File: src/simt_pkg.sv
package simt_pkg;

    //////////////////////////////////////////////////
    // widths
    //////////////////////////////////////////////////

    localparam int DATA_W = 32;  // lane word
    localparam int WARP_W = 3;   // 8 warps
    localparam int DST_W  = 5;   // destination register number
    localparam int SCB_W  = 2;   // scoreboard entry id

    typedef logic [DATA_W-1:0] data_word_t;
    typedef logic [WARP_W-1:0] warp_id_t;

    //////////////////////////////////////////////////
    // alu opcodes
    //////////////////////////////////////////////////

    // codes 8..15 are legal and give a zero result
    typedef enum logic [3:0] {
        OP_ADD = 4'd0,
        OP_SUB = 4'd1,
        OP_MUL = 4'd2,  // signed low halves
        OP_AND = 4'd3,
        OP_OR  = 4'd4,
        OP_XOR = 4'd5,
        OP_SHR = 4'd6,  // logical
        OP_SHL = 4'd7
    } alu_op_e;

    //////////////////////////////////////////////////
    // instruction word, two views
    //////////////////////////////////////////////////

    // alu format, is_branch = 0
    typedef struct packed {
        logic             is_branch;  // bit 31
        alu_op_e          alu_op;
        logic [DST_W-1:0] dst;
        logic             imm_valid;
        logic [4:0]       pad;
        logic [15:0]      imm;        // sign-extended in the lane
    } alu_fmt_t;

    // branch format, is_branch = 1
    typedef struct packed {
        logic             is_branch;  // bit 31
        logic             cond_lt;    // 0 beq, 1 blt
        logic [SCB_W-1:0] scb_id;
        logic [11:0]      pad;
        logic [15:0]      offset;     // word offset, target is offset*4
    } br_fmt_t;

    // same 32 bits, decoded by the is_branch bit
    typedef union packed {
        alu_fmt_t alu;
        br_fmt_t  br;
    } instr_u;

endpackage
File: src/alu_lane.sv
module alu_lane
    import simt_pkg::*;
(
    input  logic        is_branch,
    input  alu_op_e     alu_op,
    input  logic        imm_valid,
    input  logic [15:0] imm,
    input  logic        cond_lt,
    input  data_word_t  src1,
    input  data_word_t  src2,
    input  logic        active,   // lane bit of the warp mask
    output data_word_t  data,
    output logic        taken
);

    data_word_t         imm_ext;
    data_word_t         opnd_b;   // src2 or immediate
    data_word_t         alu_res;
    logic signed [15:0] lo1;
    logic signed [15:0] lo2;
    logic signed [31:0] product;
    logic               is_eq;
    logic               is_lt;

    //////////////////////////////////////////////////
    // operands
    //////////////////////////////////////////////////

    assign imm_ext = {{(DATA_W-16){imm[15]}}, imm};
    assign opnd_b  = imm_valid ? imm_ext : src2;

    // low halves, shared by mul and blt
    assign lo1     = src1[15:0];
    assign lo2     = src2[15:0];
    assign product = lo1 * lo2;

    //////////////////////////////////////////////////
    // arithmetic
    //////////////////////////////////////////////////

    always_comb begin
        case (alu_op)
            OP_ADD:  alu_res = src1 + opnd_b;
            OP_SUB:  alu_res = src1 - src2;       // no immediate form
            OP_MUL:  alu_res = product;
            OP_AND:  alu_res = src1 & opnd_b;
            OP_OR:   alu_res = src1 | opnd_b;
            OP_XOR:  alu_res = src1 ^ opnd_b;
            OP_SHR:  alu_res = src1 >> src2[4:0];
            OP_SHL:  alu_res = src1 << src2[4:0];
            default: alu_res = '0;                 // codes 8..15
        endcase
    end

    //////////////////////////////////////////////////
    // branch compare
    //////////////////////////////////////////////////

    assign is_eq = (src1 == src2);  // full word
    assign is_lt = (lo1 < lo2);     // signed low 16

    // inactive lanes never branch
    assign taken = is_branch & active & (cond_lt ? is_lt : is_eq);

    assign data  = is_branch ? '0 : alu_res;

endmodule

File: config.mk
export PLATFORM = sky130hd
export DESIGN_NAME = alu_lane
export DESIGN_NICKNAME = d
export VERILOG_FILES = /design/src/simt_pkg.sv /design/src/alu_lane.sv
export SDC_FILE = /design/constraint.sdc
export NUM_CORES = 1
export LEC_CHECK = 0
export BUFFER_PORTS_ARGS = -buffer_cell sky130_fd_sc_hd__buf_2
export CAP_MARGIN = 10
export CORE_UTILIZATION = 50
export DETAILED_ROUTE_END_ITERATION = 8
export GPL_TIMING_DRIVEN = 0
export MAX_ROUTING_LAYER = met4
export PLACE_DENSITY = 0.76
export SYNTH_ARGS = -nofsm -noshare
export SYNTH_HDL_FRONTEND = slang
export SYNTH_SLANG_ARGS = --single-unit
File: constraint.sdc
create_clock -name vclk -period 20.8
set_input_delay 1.04 -clock vclk [all_inputs]
set_output_delay 1.04 -clock vclk [all_outputs]
set_load 0.1 [all_outputs]
==> results.yml <==
status:
  outcome: "finished with violations"
  failed_checks: "DRC"
flow_run:
  drv_cap: 0
final_layout:
  nClkBuffers: 0
  seq_area_um2: 0
  drive_gt1_frac: 0.0894
  seq_cells: 0
  final_cell_count_no_fill: 2999
  nets: 3075
  area_growth_pct: 6.39
synthesis:
  synth_cell_type_count: 78
  syn_area_per_cell_um2: 7.76
  syn_area_um2: 18700
  syn_nets: 2954
  netlist_instances: 2408
  yosys_warnings: 0
  seq_area_frac_synth: 0
clock_tree:
  hold_buffers: 0
  post_cts_buffers: 0
  ctsResizeCount: 0
grt:
  grt_start_max_net_pins: 12
  grt_pass1_vias: 20052
  grt_use_total: 0.492
  antenna_found_initial: 3
  grt_first_pass_wirelength_mm: 132
  grt-ovfl-total: 0
routing:
  drc: 1
  wirelength_mm: 91.3
  vias: 20220
  dr.pass1.iters: 8
  vias_per_cell: 6.74
  drtIter0Drc: 2520
  wl_per_cell_um: 30.5
  ant_nets: 0
die:
  ios: 121
  die_w_um: 195
  rows: 70
  fp.dieH_um: 195
  dieArea_um2: 38100
  core_um2: 36700
  start_util: 0.509
setup_path:
  endpoint_kind: "primary output"
  critPathLaunchType: "input port"
  crit_arrival_ns: 10.52
  path_class: "in2out"
  critical_path_required_ns: 19.76
  cp_max_fo: 10
timing:
  fin_tns_setup_ns: 0
  slew_viol_final: 0
  setup_violations: 0
  min_period_ns: 11.56
  worstMarginPinSlew_ns: 1.34
  hold_viol: 0
  fmax_ghz: 0.0865
  max-slew-margin-rel: 0.0967
  rsz0062_at_grt: "no"
  period_share: 0.556
worst_hold_path:
  worstHoldPathCells: 4
  hold_class: "in2out"
place:
  portBuffers: 117
  place_hpwl_mm: 75.6
  gp_congestion: 1.11
  place_inst: 2995
[logic make-up (layout without fill, tap and decap cells)]
logic type      count (synthesis)  count (layout)  synth area share
simple gates                  703             703             0.164
buf+inv                       541             660             0.111
compound gates                526             526             0.185
fa+ha+maj                     458             458             0.413
mux                           115             115            0.0962
xor+xnor                       65              65            0.0305
other cells                     0               4                 0
[final cells by class]
class	count	area, µm²
plain buffers	127	518
diodes	4	10.0
well taps	468	586
repair buffers	119	598
inverters	414	1550
fillers	3474	16800
multi-input cells	1867	16600
[cells in the mapped netlist (28+ instances only)]
cell	n	area [µm²]
inv_1	402	1510
a22oi_1	29	218
a211oi_1	28	210
o21ai_0	88	440
a31oi_1	42	263
a21oi_1	130	651
mux4_2	51	1150
a21o_1	33	248
nor3_1	37	185
nand2_1	241	905
clkbuf_1	91	342
ha_1	194	2430
fa_1	264	5290
mux2i_1	58	581
xnor2_1	47	412
nor2_1	276	1040
nand3_1	36	180
[placed cells by master (no fill, tap or decap), types with 42 or more instances in the layout]
cell type,count
o21ai_0,88
a21oi_1,130
fa_1,264
buf_2,133
inv_1,402
mux4_2,51
a31oi_1,42
clkbuf_1,91
mux2i_1,58
xnor2_1,47
ha_1,194
nand2_1,241
nor2_1,276
[layer usage]
| layer | GRT usage | part of all wire | vias to the layer above |
|---|---|---|---|
| li1 | - | - | 8355 |
| met1 | 0.627 | 0.37 | 9862 |
| met2 | 0.724 | 0.42 | 1629 |
| met3 | 0.105 | 0.13 | 374 |
| met4 | 0.280 | 0.074 | 0 |
| met5 | - | 0 | - |
[worst paths after layout]
path	startpoint	endpoint	slack, ns
worst max-delay path	src2[2]	data[28]	9.24
worst min-delay path	active	taken	2.55
[critical path: stages]
cell      delay [ns]
buf_2           0.12
clkbuf_1        0.27
clkbuf_1        0.43
clkbuf_1        0.71
buf_1           0.67
nand2_1         0.21
inv_1           0.12
fa_1            0.57
fa_1            1.02
fa_1            0.57
fa_1            0.53
fa_1            0.52
inv_1           0.05
fa_1            0.49
inv_1           0.08
ha_1            0.36
a21oi_1         0.29
o311ai_0        0.19
o22a_1          0.25
a211oi_1        0.42
o21ai_0         0.22
o21ai_0         0.73
a41oi_1         0.26
buf_2           0.36
[through the flow]
step | utilization | hold WS [ns] | setup WS (ns) | area (µm²)
after global placement | 0.541 | 2.54 | 9.81 | 19900
after global routing | 0.542 | 2.58 | 9.07 | 19900
after detailed placement | 0.541 | 2.55 | 9.73 | 19900
final | 0.542 | 2.55 | 9.24 | 19900
after floorplan | - | 2.46 | 10.81 | 18700
after CTS | 0.541 | 2.55 | 9.69 | 19900
