<file path="config.mk">
export PLATFORM = sky130hd
export DESIGN_NAME = result_stage
export DESIGN_NICKNAME = d
export VERILOG_FILES = /design/src/simt_pkg.sv /design/src/result_stage.sv
export SDC_FILE = /design/constraint.sdc
export NUM_CORES = 1
export LEC_CHECK = 0
export BUFFER_PORTS_ARGS = -buffer_cell sky130_fd_sc_hd__buf_2
export CAP_MARGIN = 0
export CORE_AREA = 8 8 234 236
export DETAILED_ROUTE_END_ITERATION = 16
export DIE_AREA = 0 0 242 244
export GPL_TIMING_DRIVEN = 0
export HOLD_SLACK_MARGIN = 0.02
export PLACE_DENSITY = 0.42
export SYNTH_ARGS = -nofsm -noshare
export SYNTH_HDL_FRONTEND = slang
export SYNTH_SLANG_ARGS = --single-unit
</file>
<file path="constraint.sdc">
create_clock -name clk -period 28.6 [get_ports clk]
set_input_delay 7.15 -clock clk [delete_from_list [all_inputs] [get_ports clk]]
set_output_delay 7.15 -clock clk [all_outputs]
set_load 0.02 [all_outputs]
</file>
<file path="src/simt_pkg.sv">
package simt_pkg;

    //////////////////////////////////////////////////
    // widths
    //////////////////////////////////////////////////

    localparam int DATA_W = 32;  // lane word
    localparam int WARP_W = 3;   // 8 warps
    localparam int DST_W  = 5;   // destination register number
    localparam int SCB_W  = 2;   // scoreboard entry id

    typedef logic [DATA_W-1:0] data_word_t;
    typedef logic [WARP_W-1:0] warp_id_t;

    //////////////////////////////////////////////////
    // alu opcodes
    //////////////////////////////////////////////////

    // codes 8..15 are legal and give a zero result
    typedef enum logic [3:0] {
        OP_ADD = 4'd0,
        OP_SUB = 4'd1,
        OP_MUL = 4'd2,  // signed low halves
        OP_AND = 4'd3,
        OP_OR  = 4'd4,
        OP_XOR = 4'd5,
        OP_SHR = 4'd6,  // logical
        OP_SHL = 4'd7
    } alu_op_e;

    //////////////////////////////////////////////////
    // instruction word, two views
    //////////////////////////////////////////////////

    // alu format, is_branch = 0
    typedef struct packed {
        logic             is_branch;  // bit 31
        alu_op_e          alu_op;
        logic [DST_W-1:0] dst;
        logic             imm_valid;
        logic [4:0]       pad;
        logic [15:0]      imm;        // sign-extended in the lane
    } alu_fmt_t;

    // branch format, is_branch = 1
    typedef struct packed {
        logic             is_branch;  // bit 31
        logic             cond_lt;    // 0 beq, 1 blt
        logic [SCB_W-1:0] scb_id;
        logic [11:0]      pad;
        logic [15:0]      offset;     // word offset, target is offset*4
    } br_fmt_t;

    // same 32 bits, decoded by the is_branch bit
    typedef union packed {
        alu_fmt_t alu;
        br_fmt_t  br;
    } instr_u;

endpackage
</file>
<file path="src/result_stage.sv">
module result_stage
    import simt_pkg::*;
#(
    parameter int LANES = 8
) (
    input  logic                   clk,
    input  logic                   rst,

    // from the issue slot
    input  logic                   slot_valid,
    input  warp_id_t               slot_warp,
    input  logic [LANES-1:0]       slot_mask,
    input  logic                   slot_is_branch,
    input  logic [DST_W-1:0]       slot_dst,
    input  logic [15:0]            slot_imm,
    input  logic [SCB_W-1:0]       slot_scb_id,
    output logic                   slot_take,

    // from the lane array
    input  data_word_t [LANES-1:0] lane_data,
    input  logic [LANES-1:0]       lane_taken,

    // result, four-phase
    output logic                   res_req,
    input  logic                   res_ack,
    output logic                   res_is_branch,
    output warp_id_t               res_warp,
    output logic [LANES-1:0]       res_mask,
    output logic [DST_W-1:0]       res_dst,
    output data_word_t [LANES-1:0] res_data,
    output logic [LANES-1:0]       res_taken,
    output data_word_t             res_target,

    // scoreboard clear, one cycle per branch
    output logic                   scb_clr,
    output warp_id_t               scb_clr_warp,
    output logic [SCB_W-1:0]       scb_clr_id
);

    localparam logic [1:0] ST_EMPTY   = 2'd0;
    localparam logic [1:0] ST_FULL    = 2'd1;  // req up, waiting for ack
    localparam logic [1:0] ST_RELEASE = 2'd2;  // req down, waiting for ack low

    logic [1:0]       state;
    logic [SCB_W-1:0] scb_id_q;
    data_word_t       br_target;

    assign slot_take = slot_valid & (state == ST_EMPTY);
    assign res_req   = (state == ST_FULL);

    // offset is in words
    assign br_target = slot_is_branch ? {{(DATA_W-18){1'b0}}, slot_imm, 2'b00} : '0;

    //////////////////////////////////////////////////
    // output handshake
    //////////////////////////////////////////////////

    always_ff @(posedge clk or negedge rst) begin
        if (!rst) begin
            state   <= ST_EMPTY;
            scb_clr <= 1'b0;
        end else begin
            scb_clr <= slot_take & slot_is_branch;  // drops the next cycle
            case (state)
                ST_EMPTY:   if (slot_valid) state <= ST_FULL;
                ST_FULL:    if (res_ack) state <= ST_RELEASE;
                ST_RELEASE: if (!res_ack) state <= ST_EMPTY;
                default:    state <= ST_EMPTY;
            endcase
        end
    end

    //////////////////////////////////////////////////
    // result register
    //////////////////////////////////////////////////

    always_ff @(posedge clk) begin
        if (slot_take) begin
            res_is_branch <= slot_is_branch;
            res_warp      <= slot_warp;
            res_mask      <= slot_mask;
            res_dst       <= slot_dst;
            res_data      <= lane_data;
            res_taken     <= lane_taken;
            res_target    <= br_target;
            scb_id_q      <= slot_scb_id;
        end
    end

    assign scb_clr_warp = res_warp;
    assign scb_clr_id   = scb_id_q;

endmodule

</file>
==> flow_metrics.env <==
export IMPL_total_power_mw=1.351
export IMPL_fin_crit_ps=15770
export IMPL_synth_edf_count=299
export IMPL_postCtsResizedCells=0
export IMPL_yosys_top_cells_area="edfxtp_1 (96%), buf_4 (1.5%), and2_1 (1.1%)"
export IMPL_synth_xor_area_frac=0
export IMPL_clockBufferDepth=3
export IMPL_clk_pin_slew_ps=60
export IMPL_cpMaxStageDelayCell="nor3b_4"
export IMPL_antenna_found_initial=4
export IMPL_switching_share=0.2976
export IMPL_synth_seq_area_share=0.9663
export IMPL_antenna_left=0
export IMPL_seq_power_share=0.458
export IMPL_ys_flop_type="edfxtp_1"
export IMPL_intPower_uw=948.8
export IMPL_place_hpwl_microns=27000
export IMPL_die_w_microns=242
export IMPL_whs_path_depth=1
export IMPL_report_final_slew_viol_count=0
export IMPL_powerDensity_mw_per_mm2=91.36
export IMPL_hold_buffers=0
export IMPL_synth_simple_gate_area_frac=0.01616
export IMPL_grt_max_degree=21
export IMPL_reg2reg_from="state[1]"
export IMPL_syn_cell_area_sq_mm=0.009369
export IMPL_slew_headroom=0.5323
export IMPL_grt_pass1_wl_microns=46080
export IMPL_synth_top_family_by_area="simple AND/OR/NAND/NOR gates"
export IMPL_crit_path_max_incr_delay_ps=600
export IMPL_crit_path_frequent_cell="buf_8"
export IMPL_synth_seq_cells=302
export IMPL_ir_drop_mv=0.04815
export IMPL_hold_path_class="reg -> reg"
export IMPL_rr_worst_depth=8
export IMPL_final_nets=1329
export IMPL_avgViaCountPerCell=3.434
export IMPL_fill_cells=5221
export IMPL_cts_sinks=302
export IMPL_layout_drive_gt1_share=0.6632
export IMPL_period_share=0.5513
export IMPL_synth_top_area_share=0.9583
export IMPL_postSynthAreaPerCell_sq_um=27.00
export IMPL_initial_core_util=0.1841
export IMPL_p_clk_frac=0.315
export IMPL_worstPathRequired_ps=21450
export IMPL_fmax_mhz=63.42
export IMPL_cts_root_buffer="clkbuf_16"
export IMPL_switchingPower_uw=402.0
export IMPL_p_leak_nw=6.175
export IMPL_r2r_slack_ps=25750
export IMPL_synth_compound_area_frac=0.001335
export IMPL_crit_type="in -> out"
export IMPL_rsz0062_at_grt="no"
export IMPL_setup_viol=0
export IMPL_place_congestion=0.7383
export IMPL_post_cts_buffers=0
export IMPL_synth_warnings=0
export IMPL_finClkSkew_ps=10.24
export IMPL_clock_latency_ps=520
export IMPL_hold_viol=0
export IMPL_synthDistinctLibCells=12
export IMPL_drtIter0Drc=156
export IMPL_cts_tree="done"
export IMPL_status="complete, no violations"
export IMPL_core_sq_mm=0.05089
export IMPL_cts_buffers=36
export IMPL_synth_adder_area_share=0
export IMPL_crit_path_end_kind="output pin"
export IMPL_synth_common_cells="edfxtp_1 (299), buf_4 (19), and2_1 (17)"
export IMPL_final_util=0.2906
export IMPL_h_tree_depth=2
export IMPL_start_kind="input pin"
export IMPL_io_pins=624
export IMPL_syn_inst=347
export IMPL_wl_per_cell_microns=18.96
export IMPL_die_area_sq_mm=0.05905
export IMPL_rows=83
export IMPL_min_to="state[0]"
export IMPL_crit_path_max_fanout=14
export IMPL_first_pass_iters=5
export IMPL_dieHeight_microns=244
export IMPL_r2r_end="res_data[227]"
export IMPL_drc=0
export IMPL_combPwrFrac=0.227
export IMPL_area_growth_syn_to_layout_pct=57.83
export IMPL_synthArstFlopShare=0.009934
export IMPL_overflow=0
export IMPL_grt_usage=0.1044
export IMPL_synth_area_mux_share=0
export IMPL_yosys_area_top_type="edfxtp_1"
export IMPL_wl_microns=32820
export IMPL_portBuffers=607
export IMPL_tightest_slew_ps=700.8
export IMPL_hold_path_startpoint="state[1]"
export IMPL_vias=5944
export IMPL_worstPathArrival_ps=8620
export IMPL_critical_path_cell_chain="buf_2, nor3b_4, buf_8, buf_8, buf_8, buf_2"
export IMPL_synth_most_common_cell="edfxtp_1"
export IMPL_cap_violations=0
export IMPL_grt_pass1_vias=6541
## layout make-up
| cell class | instances | area, sq um | share of cell area |
|---|---|---|---|
| Tap cell | 680 | 850.8 | 0.05754 |
| Antenna cell | 3 | 7.507 | 0.0005077 |
| Buffer | 20 | 147.6 | 0.009985 |
| Timing Repair Buffer | 626 | 3411 | 0.2307 |
| Multi-Input combinational cell | 40 | 230.2 | 0.01557 |
| Clock inverter | 13 | 92.59 | 0.006262 |
| Clock buffer | 47 | 993.5 | 0.06719 |
| Sequential cell | 302 | 9054 | 0.6123 |
## through the flow
stage               std cells  hold slack (ps)  TNS, ps  instance area (sq um)  setup slack [ps]
finish                   1731            566.3        0                  14790             12830
detailed placement       1668            564.3        0                  13690             12740
global placement         1649            516.1    -4674                  13310             -4674
CTS                      1728            571.1        0                  14780             12740
floorplan                 362            499.2        0                   9425              2944
global route             1728            620.4        0                  14780             12700
## worst max path at each step
stage / start / endpoint / cells after the start
2_1_floorplan: slot_valid / slot_take / 1
3_3_place_gp: slot_valid / slot_take / 3
3_5_place_dp: slot_valid / slot_take / 6
4_1_cts: slot_valid / slot_take / 6
5_1_grt: slot_valid / slot_take / 6
6_report: slot_valid / slot_take / 6
## worst max-delay path: cells and delay by family
kind | cells | cell delay [ps]
buffers and inverters | 5 | 850
and+or+nand+nor | 1 | 600
## power by group through the flow
stage	sequential, mW	clock [mW]	combinational (mW)
finish	0.618	0.426	0.307
global route	0.626	0.461	0.325
CTS	0.620	0.445	0.315
detailed placement	0.629	0	0.315
global placement	0.695	0	0.277
floorplan	0.775	0	0.0469
## state kept, by name, summed over array words and instances, names as in the netlist
signal	flops
res_mask	8
res_warp	3
state	2
res_is_branch	1
scb_clr_id	2
res_dst	5
res_target	16
res_data	256
res_taken	8
scb_clr	1
## routing by layer
metal,up-vias,wire (microns),global-route usage
met3,40,3556,0.05537
met2,339,17340,0.1920
met4,0,610,0.02873
met5,-,0,0
li1,2710,-,-
met1,2855,11310,0.1010
## cells by family (layout without fill, tap and decap cells)
logic type | Yosys count | count (layout)
flops | 302 | 302
compound gates | 2 | 2
buf+inv | 20 | 706
other cells | 1 | 19
simple gates | 22 | 22
## cell usage in the layout (no fill, tap or decap)
cell type,n
buf_8,12
nor3b_4,1
buf_4,19
clkinv_4,2
a21oi_1,1
buf_16,7
clkinv_1,6
clkbuf_16,37
clkinvlp_4,1
nand2b_1,2
conb_1,16
bufinv_16,1
nor2b_1,1
and2_1,17
buf_2,608
o21a_1,1
nor2b_4,1
edfxtp_1,299
clkbuf_8,3
clkbuf_1,7
diode_2,3
clkinv_2,3
dfrtp_1,3
Note: power is estimated with default switching activity, not from simulation.
