File: config.mk
export PLATFORM = sky130hd
export DESIGN_NAME = issue_slot
export DESIGN_NICKNAME = d
export VERILOG_FILES = /design/src/simt_pkg.sv /design/src/issue_slot.sv
export SDC_FILE = /design/constraint.sdc
export NUM_CORES = 1
export LEC_CHECK = 0
export ABC_AREA = 1
export BUFFER_PORTS_ARGS = -buffer_cell sky130_fd_sc_hd__buf_2
export CORE_AREA = 10 10 421 423
export CTS_CLUSTER_DIAMETER = 80
export DETAILED_ROUTE_END_ITERATION = 8
export DIE_AREA = 0 0 431 433
export GPL_TIMING_DRIVEN = 0
export SLEW_MARGIN = 40
export SYNTH_ARGS = -nofsm -noshare
export SYNTH_HDL_FRONTEND = slang
export SYNTH_SLANG_ARGS = --single-unit
export TNS_END_PERCENT = 100
File: constraint.sdc
create_clock -name clk -period 13.4 [get_ports clk]
set_clock_uncertainty 0.2 [all_clocks]
set_input_delay 2.01 -clock clk [delete_from_list [all_inputs] [get_ports clk]]
set_output_delay 2.01 -clock clk [all_outputs]
set_load 0.01 [all_outputs]
File: src/simt_pkg.sv
package simt_pkg;

    //////////////////////////////////////////////////
    // widths
    //////////////////////////////////////////////////

    localparam int DATA_W = 32;  // lane word
    localparam int WARP_W = 3;   // 8 warps
    localparam int DST_W  = 5;   // destination register number
    localparam int SCB_W  = 2;   // scoreboard entry id

    typedef logic [DATA_W-1:0] data_word_t;
    typedef logic [WARP_W-1:0] warp_id_t;

    //////////////////////////////////////////////////
    // alu opcodes
    //////////////////////////////////////////////////

    // codes 8..15 are legal and give a zero result
    typedef enum logic [3:0] {
        OP_ADD = 4'd0,
        OP_SUB = 4'd1,
        OP_MUL = 4'd2,  // signed low halves
        OP_AND = 4'd3,
        OP_OR  = 4'd4,
        OP_XOR = 4'd5,
        OP_SHR = 4'd6,  // logical
        OP_SHL = 4'd7
    } alu_op_e;

    //////////////////////////////////////////////////
    // instruction word, two views
    //////////////////////////////////////////////////

    // alu format, is_branch = 0
    typedef struct packed {
        logic             is_branch;  // bit 31
        alu_op_e          alu_op;
        logic [DST_W-1:0] dst;
        logic             imm_valid;
        logic [4:0]       pad;
        logic [15:0]      imm;        // sign-extended in the lane
    } alu_fmt_t;

    // branch format, is_branch = 1
    typedef struct packed {
        logic             is_branch;  // bit 31
        logic             cond_lt;    // 0 beq, 1 blt
        logic [SCB_W-1:0] scb_id;
        logic [11:0]      pad;
        logic [15:0]      offset;     // word offset, target is offset*4
    } br_fmt_t;

    // same 32 bits, decoded by the is_branch bit
    typedef union packed {
        alu_fmt_t alu;
        br_fmt_t  br;
    } instr_u;

endpackage
File: src/issue_slot.sv
module issue_slot
    import simt_pkg::*;
#(
    parameter int LANES = 8
) (
    input  logic                   clk,
    input  logic                   rst,

    // operand collector, four-phase
    input  logic                   oc_req,
    input  warp_id_t               oc_warp,
    input  logic [LANES-1:0]       oc_mask,
    input  instr_u                 oc_instr,
    input  data_word_t [LANES-1:0] oc_src1,
    input  data_word_t [LANES-1:0] oc_src2,
    output logic                   oc_ack,

    // held instruction toward lanes and result stage
    input  logic                   slot_take,
    output logic                   slot_valid,
    output warp_id_t               slot_warp,
    output logic [LANES-1:0]       slot_mask,
    output data_word_t [LANES-1:0] slot_src1,
    output data_word_t [LANES-1:0] slot_src2,
    output logic                   slot_is_branch,
    output alu_op_e                slot_alu_op,
    output logic                   slot_imm_valid,
    output logic [15:0]            slot_imm,
    output logic [DST_W-1:0]       slot_dst,
    output logic                   slot_cond_lt,
    output logic [SCB_W-1:0]       slot_scb_id
);

    logic   capture;
    instr_u instr_q;

    // new request only once ack has dropped and the slot is free
    assign capture = oc_req & ~oc_ack & ~slot_valid;

    //////////////////////////////////////////////////
    // handshake and occupancy
    //////////////////////////////////////////////////

    always_ff @(posedge clk or negedge rst) begin
        if (!rst) begin
            oc_ack     <= 1'b0;
            slot_valid <= 1'b0;
        end else begin
            if (capture) begin
                oc_ack <= 1'b1;
            end else if (!oc_req) begin
                oc_ack <= 1'b0;  // collector released req
            end

            if (capture) begin
                slot_valid <= 1'b1;
            end else if (slot_take) begin
                slot_valid <= 1'b0;
            end
        end
    end

    //////////////////////////////////////////////////
    // input register
    //////////////////////////////////////////////////

    always_ff @(posedge clk) begin
        if (capture) begin
            instr_q   <= oc_instr;
            slot_warp <= oc_warp;
            slot_mask <= oc_mask;
            slot_src1 <= oc_src1;
            slot_src2 <= oc_src2;
        end
    end

    // decode, alu view for op/dst/imm and branch view for cond/scb
    assign slot_is_branch = instr_q.alu.is_branch;
    assign slot_alu_op    = instr_q.alu.alu_op;
    assign slot_dst       = instr_q.alu.dst;
    assign slot_imm_valid = instr_q.alu.imm_valid;
    assign slot_imm       = instr_q.alu.imm;  // also the branch offset
    assign slot_cond_lt   = instr_q.br.cond_lt;
    assign slot_scb_id    = instr_q.br.scb_id;

endmodule

==> impl_metrics.py, run 1 <==
metrics = {
    "power": {
        "switching_share": 0.309,
        "leakage_nw": 11.0,
        "p_sw_mw": 1.72,
        "vdd_ir_drop_max_mv": 0.0917,
        "p_comb_frac": 0.204,
        "p_per_area_nw_per_um2": 198,
        "pwr-share-clk": 0.373,
        "seqPwrFrac": 0.423,
        "p_int_mw": 3.85,
    },
    "yosys": {
        "ys.flop_type": "edfxtp_1",
        "synth_common_cells": "edfxtp_1, inv_1, nand2_1",
        "synth_edf_count": 550,
        "async_flop_share": 0.00362,
        "syn_nets": 1123,
        "yosys.area.top_type_share": 0.993,
        "synth_warnings": 0,
        "avgSynthCellArea_um2": 29.5,
        "yosysSeqAreaShare": 0.996,
        "netlist-cell-type-count": 6,
        "syn_area_um2": 16600,
        "synth_top_area_cell": "edfxtp_1",
        "synth_area_leaders": "edfxtp_1, dfrtp_1, buf_4, inv_1, nand2_1",
        "synth_seq_cells": 552,
        "synth_cells": 564,
        "synthMostInstantiatedCell": "edfxtp_1",
    },
    "worst_setup_path": {
        "cp_data_arrival_time_ps": 4140,
        "slowest_delay_ps": 220,
        "path_class": "input port to flop",
        "cp-end-kind": "flop",
        "required_ps": 13560,
        "crit_top_cell": "buf_12",
        "critical_path.slowest_cell": "clkinvlp_4",
        "crit_path_cell_trace": "buf_2 -> nand3_2 -> clkinvlp_4 -> buf_16 -> buf_12 -> buf_12 -> buf_12 -> buf_16 -> buf_12 -> buf_16 -> buf_12",
        "worst-path-max-fanout": 31,
        "worstSetupStartpointType": "input port",
    },
    "timing": {
        "rsz0062_at_grt": "no",
        "hold_viol_final": 0,
        "period_needed_ps": 3980,
        "fmax_mhz": 251,
        "final_max_slew_viol_count": 0,
        "tightestPinTransition_ps": 353,
        "fin_crit_sh": 0.297,
        "setup_viol": 0,
        "slew-limit-headroom": 0.767,
    },
    "global_route": {
        "grt_pass1_vias": 12400,
        "antenna_found_initial": 237,
        "grt_remaining_overflow": 0,
        "track_usage": 0.148,
        "grt_pass1_wl_mm": 170,
        "grt_max_degree": 33,
    },
    "routing": {
        "drc_errors": 0,
        "drt_iter0_drc": 939,
        "final_antenna_net_count": 0,
        "avgRoutedWirePerCell_um": 35.7,
        "drtPass1Iterations": 5,
        "vias": 12400,
        "vias_per_cell": 3.05,
        "routed_wirelength_mm": 146,
    },
    "finish": {
        "utilization": 0.167,
        "final_nets": 2335,
        "final_area_um2": 28100,
        "layout-drive-gt1-share": 0.680,
        "area_delta_synth_final_pct": 69.1,
    },
    "floorplan": {
        "dieArea_um2": 187000,
        "die_w_um": 431,
        "die_y_um": 433,
        "io_pins": 1114,
        "rows": 151,
        "core-area_um2": 169000,
        "start_util": 0.0986,
    },
    "worst_hold_path": {
        "hold_class": "flop to flop",
    },
    "clocking": {
        "cts-hold-fix-buffers": 0,
        "htree_levels": 3,
        "clk_latency_ps": 670,
        "cts_buffer_depth": 3,
        "cts_resized": 0,
        "clock_sinks": 552,
        "clockRootBuffer": "clkbuf_16",
        "postCtsSetupRepairBufs": 0,
        "cts.clk_slew.worst_paths_ps": 60,
        "tritoncts": "yes",
        "numCtsBuffers": 76,
    },
    "placed_design": {
        "place_hpwl_mm": 130,
        "postPlaceCellArea_um2": 25600,
        "gp_congestion": 0.891,
        "io_buffers": 1108,
    },
    "run_status": {
        "run_status": "complete, no violations",
    },
    "run": {
        "maxCapViolCount": 0,
    },
}
==> logic make-up after synthesis <==
logic type / after synthesis / synth area share
and+or+nand+nor: 5 / 0.00150
DFF: 552 / 0.996
buffers and inverters: 7 / 0.00226
==> final cells by class <==
cell class                 count  area, µm²
fill                       18500     141000
buffer                         3       22.5
multi-input combinational      5       25.0
inverter                       4       18.8
tap                         2218       2780
timing repair buffer        1134       6150
antenna                       25       62.6
sequential                   552      16600
clock inverter                36        408
clock buffer                 101       2090
==> critical path: cells and delay by family <==
family                 cells  cell delay, ps
AND/OR/NAND/NOR            1             120
buffers and inverters     10            1920
==> metal layers <==
metal | track usage | up-vias | wire, µm
li1 | - | 4779 | -
met1 | 0.139 | 5940 | 45400
met2 | 0.251 | 1174 | 69400
met3 | 0.118 | 528 | 25500
met4 | 0.0348 | 16 | 5080
met5 | 0 | - | 97
==> power by group through the flow <==
stage	Combinational (mW)	Sequential (mW)	Clock, mW
finish	1.14	2.35	2.08
global route	1.22	2.38	2.23
CTS	1.16	2.36	2.16
detailed placement	1.16	2.39	0
global placement	1.03	2.61	0
floorplan	0.132	2.69	0
==> stage by stage <==
stage          setup WS (ps)  total power [mW]  TNS (ps)  hold WS, ps  instances
3_3_place_gp           -2700              3.64  -1352440          297       3890
3_5_place_dp            8720              3.55         0          296       3916
4_1_cts                 9450              5.68         0          310       4053
5_1_grt                 9310              5.83         0          348       4059
2_1_floorplan           2450              2.82         0          329        564
6_report                9420              5.57         0          311       4078
==> flip-flops by register name (all words and copies together), names as in the netlist <==
signal,cells
slot_src1,256
slot_mask,8
slot_src2,256
slot_warp,3
instr_q,27
slot_valid,1
oc_ack,1
==> worst paths after layout <==
path | slack [ps] | cells past startpoint | to | startpoint
min in group asynchronous | 920 | 1 | slot_valid$_DFFE_PN0P_ | rst
worst min register to register | 310 | 2 | slot_valid$_DFFE_PN0P_ | slot_valid$_DFFE_PN0P_
max in group asynchronous | 11980 | 1 | oc_ack$_DFFE_PN0P_ | rst
worst min-delay path | 310 | 2 | slot_valid$_DFFE_PN0P_ | slot_valid$_DFFE_PN0P_
worst max-delay path | 9420 | 11 | instr_q[1]$_DFFE_PP_ | oc_req
worst max register to register | 10410 | 11 | instr_q[1]$_DFFE_PP_ | oc_ack$_DFFE_PN0P_
==> layout by cell type, fill, tap and decap left out <==
master,count
nand3_2,1
clkbuf_8,5
inv_6,2
clkinv_4,6
diode_2,25
bufinv_16,7
clkbuf_1,18
edfxtp_1,550
clkinv_2,6
dfrtp_1,2
buf_2,1108
nand2_1,4
clkinv_8,3
buf_16,11
clkbuf_16,78
clkinvlp_4,2
clkinv_1,11
buf_12,15
inv_1,3
buf_4,3
(Power assumes the default switching activity.)
==> run 2, diff against run 1 <==
--- a/config.mk
+++ b/config.mk
@@ -7,10 +7,10 @@
 export LEC_CHECK = 0
 export ABC_AREA = 1
 export BUFFER_PORTS_ARGS = -buffer_cell sky130_fd_sc_hd__buf_2
-export CORE_AREA = 10 10 421 423
+export CORE_AREA = 10 10 430 432
 export CTS_CLUSTER_DIAMETER = 80
 export DETAILED_ROUTE_END_ITERATION = 8
-export DIE_AREA = 0 0 431 433
+export DIE_AREA = 0 0 440 442
 export GPL_TIMING_DRIVEN = 0
 export SLEW_MARGIN = 40
 export SYNTH_ARGS = -nofsm -noshare
==> constraint.sdc (replaced) <==
create_clock -name clk -period 3.25 [get_ports clk]
set_clock_uncertainty 0.2 [all_clocks]
set_input_delay 0.4875 -clock clk [delete_from_list [all_inputs] [get_ports clk]]
set_output_delay 0.4875 -clock clk [all_outputs]
set_load 0.01 [all_outputs]
==> run 2 against run 1 <==
Compared with the run above:
- combinational power rose to 4.9 times the previous value
- via count up 19%
- critical path depth down 1
- critical path type is now flop to flop
- sequential cell count unchanged
- die area up 4.2%
==> impl_metrics.py, run 2 (synthesis results as in run 1) <==
metrics = {
    "placed_design": {
        "io_buffers": 1108,
        "postPlaceCellArea_um2": 25700,
        "place_hpwl_mm": 140,
        "gp_congestion": 0.921,
    },
    "worst_setup_path": {
        "critical_path.slowest_cell": "dfrtp_1",
        "slowest_delay_ps": 400,
        "required_ps": 3390,
        "crit_top_cell": "buf_12",
        "path_class": "flop to flop",
        "cp_data_arrival_time_ps": 3200,
        "critPathTopFamily": "buffers and inverters",
        "cp-end-kind": "flop",
        "worst-path-max-fanout": 32,
        "worstSetupStartpointType": "flop",
        "crit_path_cell_trace": "inv_1 -> nand3_4 -> clkinvlp_4 -> buf_8 -> buf_12 -> buf_12 -> buf_12 -> buf_16 -> buf_12 -> buf_12",
        "path_buf_inv": 9,
    },
    "global_route": {
        "grt_remaining_overflow": 0,
        "track_usage": 0.158,
        "antenna_found_initial": 186,
        "grt_pass1_wl_mm": 193,
        "grt_pass1_vias": 15800,
        "grt_max_degree": 33,
    },
    "floorplan": {
        "dieArea_um2": 194000,
        "die_w_um": 440,
        "start_util": 0.0946,
        "io_pins": 1114,
        "die_y_um": 442,
        "core-area_um2": 176000,
        "rows": 154,
    },
    "routing": {
        "avgRoutedWirePerCell_um": 33.6,
        "vias": 14800,
        "drc_errors": 0,
        "final_antenna_net_count": 0,
        "routed_wirelength_mm": 160,
        "vias_per_cell": 3.10,
        "drt_iter0_drc": 1114,
        "drtPass1Iterations": 4,
    },
    "timing": {
        "rsz0062_at_grt": "no",
        "fin_setup_tns_ps": 0,
        "setup_viol": 0,
        "period_needed_ps": 3050,
        "tightestPinTransition_ps": 510,
        "slew-limit-headroom": 0.659,
        "hold_viol_final": 0,
        "fin_crit_sh": 0.939,
        "final_max_slew_viol_count": 0,
        "fmax_mhz": 328,
    },
    "finish": {
        "top_regs": "slot_src1: 256 flops, slot_src2: 256 flops, instr_q: 27 flops",
        "final_common_cell": "buf_2",
        "fill_cells": 19100,
        "area_delta_synth_final_pct": 103,
        "layout-drive-gt1-share": 0.522,
        "final_nets": 2888,
        "layout_common_cells": "buf_2, dlygate4sd3_1, edfxtp_1",
        "final_area_um2": 33800,
    },
    "worst_hold_path": {
        "hold_class": "input port to async pin",
    },
    "clocking": {
        "tritoncts": "yes",
        "htree_levels": 3,
        "cts_buffer_depth": 3,
        "clock_sinks": 552,
        "clockRootBuffer": "clkbuf_16",
        "cts_resized": 0,
        "cts.clk_slew.worst_paths_ps": 60,
        "postCtsSetupRepairBufs": 0,
        "numCtsBuffers": 75,
        "cts-hold-fix-buffers": 554,
        "clk_latency_ps": 650,
    },
    "run_status": {
        "run_status": "complete, no violations",
    },
    "power": {
        "p_per_area_nw_per_um2": 704,
        "power_mw": 23.8,
        "p_sw_mw": 7.62,
        "switching_share": 0.320,
        "leakage_nw": 13.3,
        "pwr-share-clk": 0.358,
        "vdd_ir_drop_max_mv": 0.424,
        "seqPwrFrac": 0.409,
        "p_comb_frac": 0.233,
        "p_int_mw": 16.2,
    },
    "run": {
        "maxCapViolCount": 0,
    },
}
[run 2: changes by cell type in the layout (fill, tap and decap cells not counted), moves of 3 or more]
cell           delta
clkinv_1          +4
clkinvlp_4        +5
clkbuf_8          -5
clkinv_2          -3
inv_6             +3
inv_8             +3
clkbuf_1          -5
diode_2          +20
dlygate4sd3_1   +554
[run 2: layout make-up]
type	instances	area (µm²)	share of cell area
diodes	45	113	0.00333
plain buffers	3	22.5	0.000666
clock buffers	89	1950	0.0577
clock inverters	46	505	0.0149
inverters	4	18.8	0.000555
multi-input cells	5	32.5	0.000962
flip-flops and latches	552	16600	0.490
well taps	2340	2930	0.0866
repair buffers	1688	11700	0.346
[run 2: through the flow]
step / hold slack [ps] / setup WS [ps] / cells / utilization
2_1_floorplan: -8.09 / -6180 / 564 / -
6_report: 172 / 197 / 4772 / 0.192
4_1_cts: 114 / 164 / 4727 / 0.192
3_5_place_dp: 83.2 / 76.8 / 4038 / 0.146
3_3_place_gp: 83.1 / -11230 / 4012 / 0.143
5_1_grt: 150 / 30.2 / 4749 / 0.192
[run 2: per-layer routing]
metal	part of all wire	routed length, µm	GRT usage	up-vias
met1	0.35	55500	0.161	7323
met5	0.00028	45	0	-
li1	-	-	-	5901
met3	0.16	26300	0.117	431
met2	0.45	71700	0.252	1134
met4	0.043	6920	0.0486	6
[run 2: power by group through the flow]
| stage | Combinational, mW | Sequential, mW | Clock [mW] |
|---|---|---|---|
| 2_1_floorplan | 0.430 | 10.4 | 0 |
| 3_3_place_gp | 2.51 | 9.42 | 0 |
| 3_5_place_dp | 4.90 | 9.85 | 0 |
| 4_1_cts | 5.66 | 9.73 | 8.88 |
| 5_1_grt | 5.94 | 9.84 | 9.11 |
| 6_report | 5.55 | 9.73 | 8.53 |
[run 2: path summary, 6_finish.rpt]
| check | end | cells past startpoint | slack, ps | from |
|---|---|---|---|---|
| min in group clk | slot_src1[28]$_DFFE_PP_ | 2 | 320 | oc_src1[28] |
| max | slot_src2[37]$_DFFE_PP_ | 10 | 200 | slot_valid$_DFFE_PN0P_ |
| max reg2reg | slot_src2[37]$_DFFE_PP_ | 10 | 200 | slot_valid$_DFFE_PN0P_ |
| min | slot_valid$_DFFE_PN0P_ | 2 | 170 | rst |
| min reg2reg | oc_ack$_DFFE_PN0P_ | 2 | 380 | oc_ack$_DFFE_PN0P_ |
| max in group asynchronous | oc_ack$_DFFE_PN0P_ | 2 | 2580 | rst |
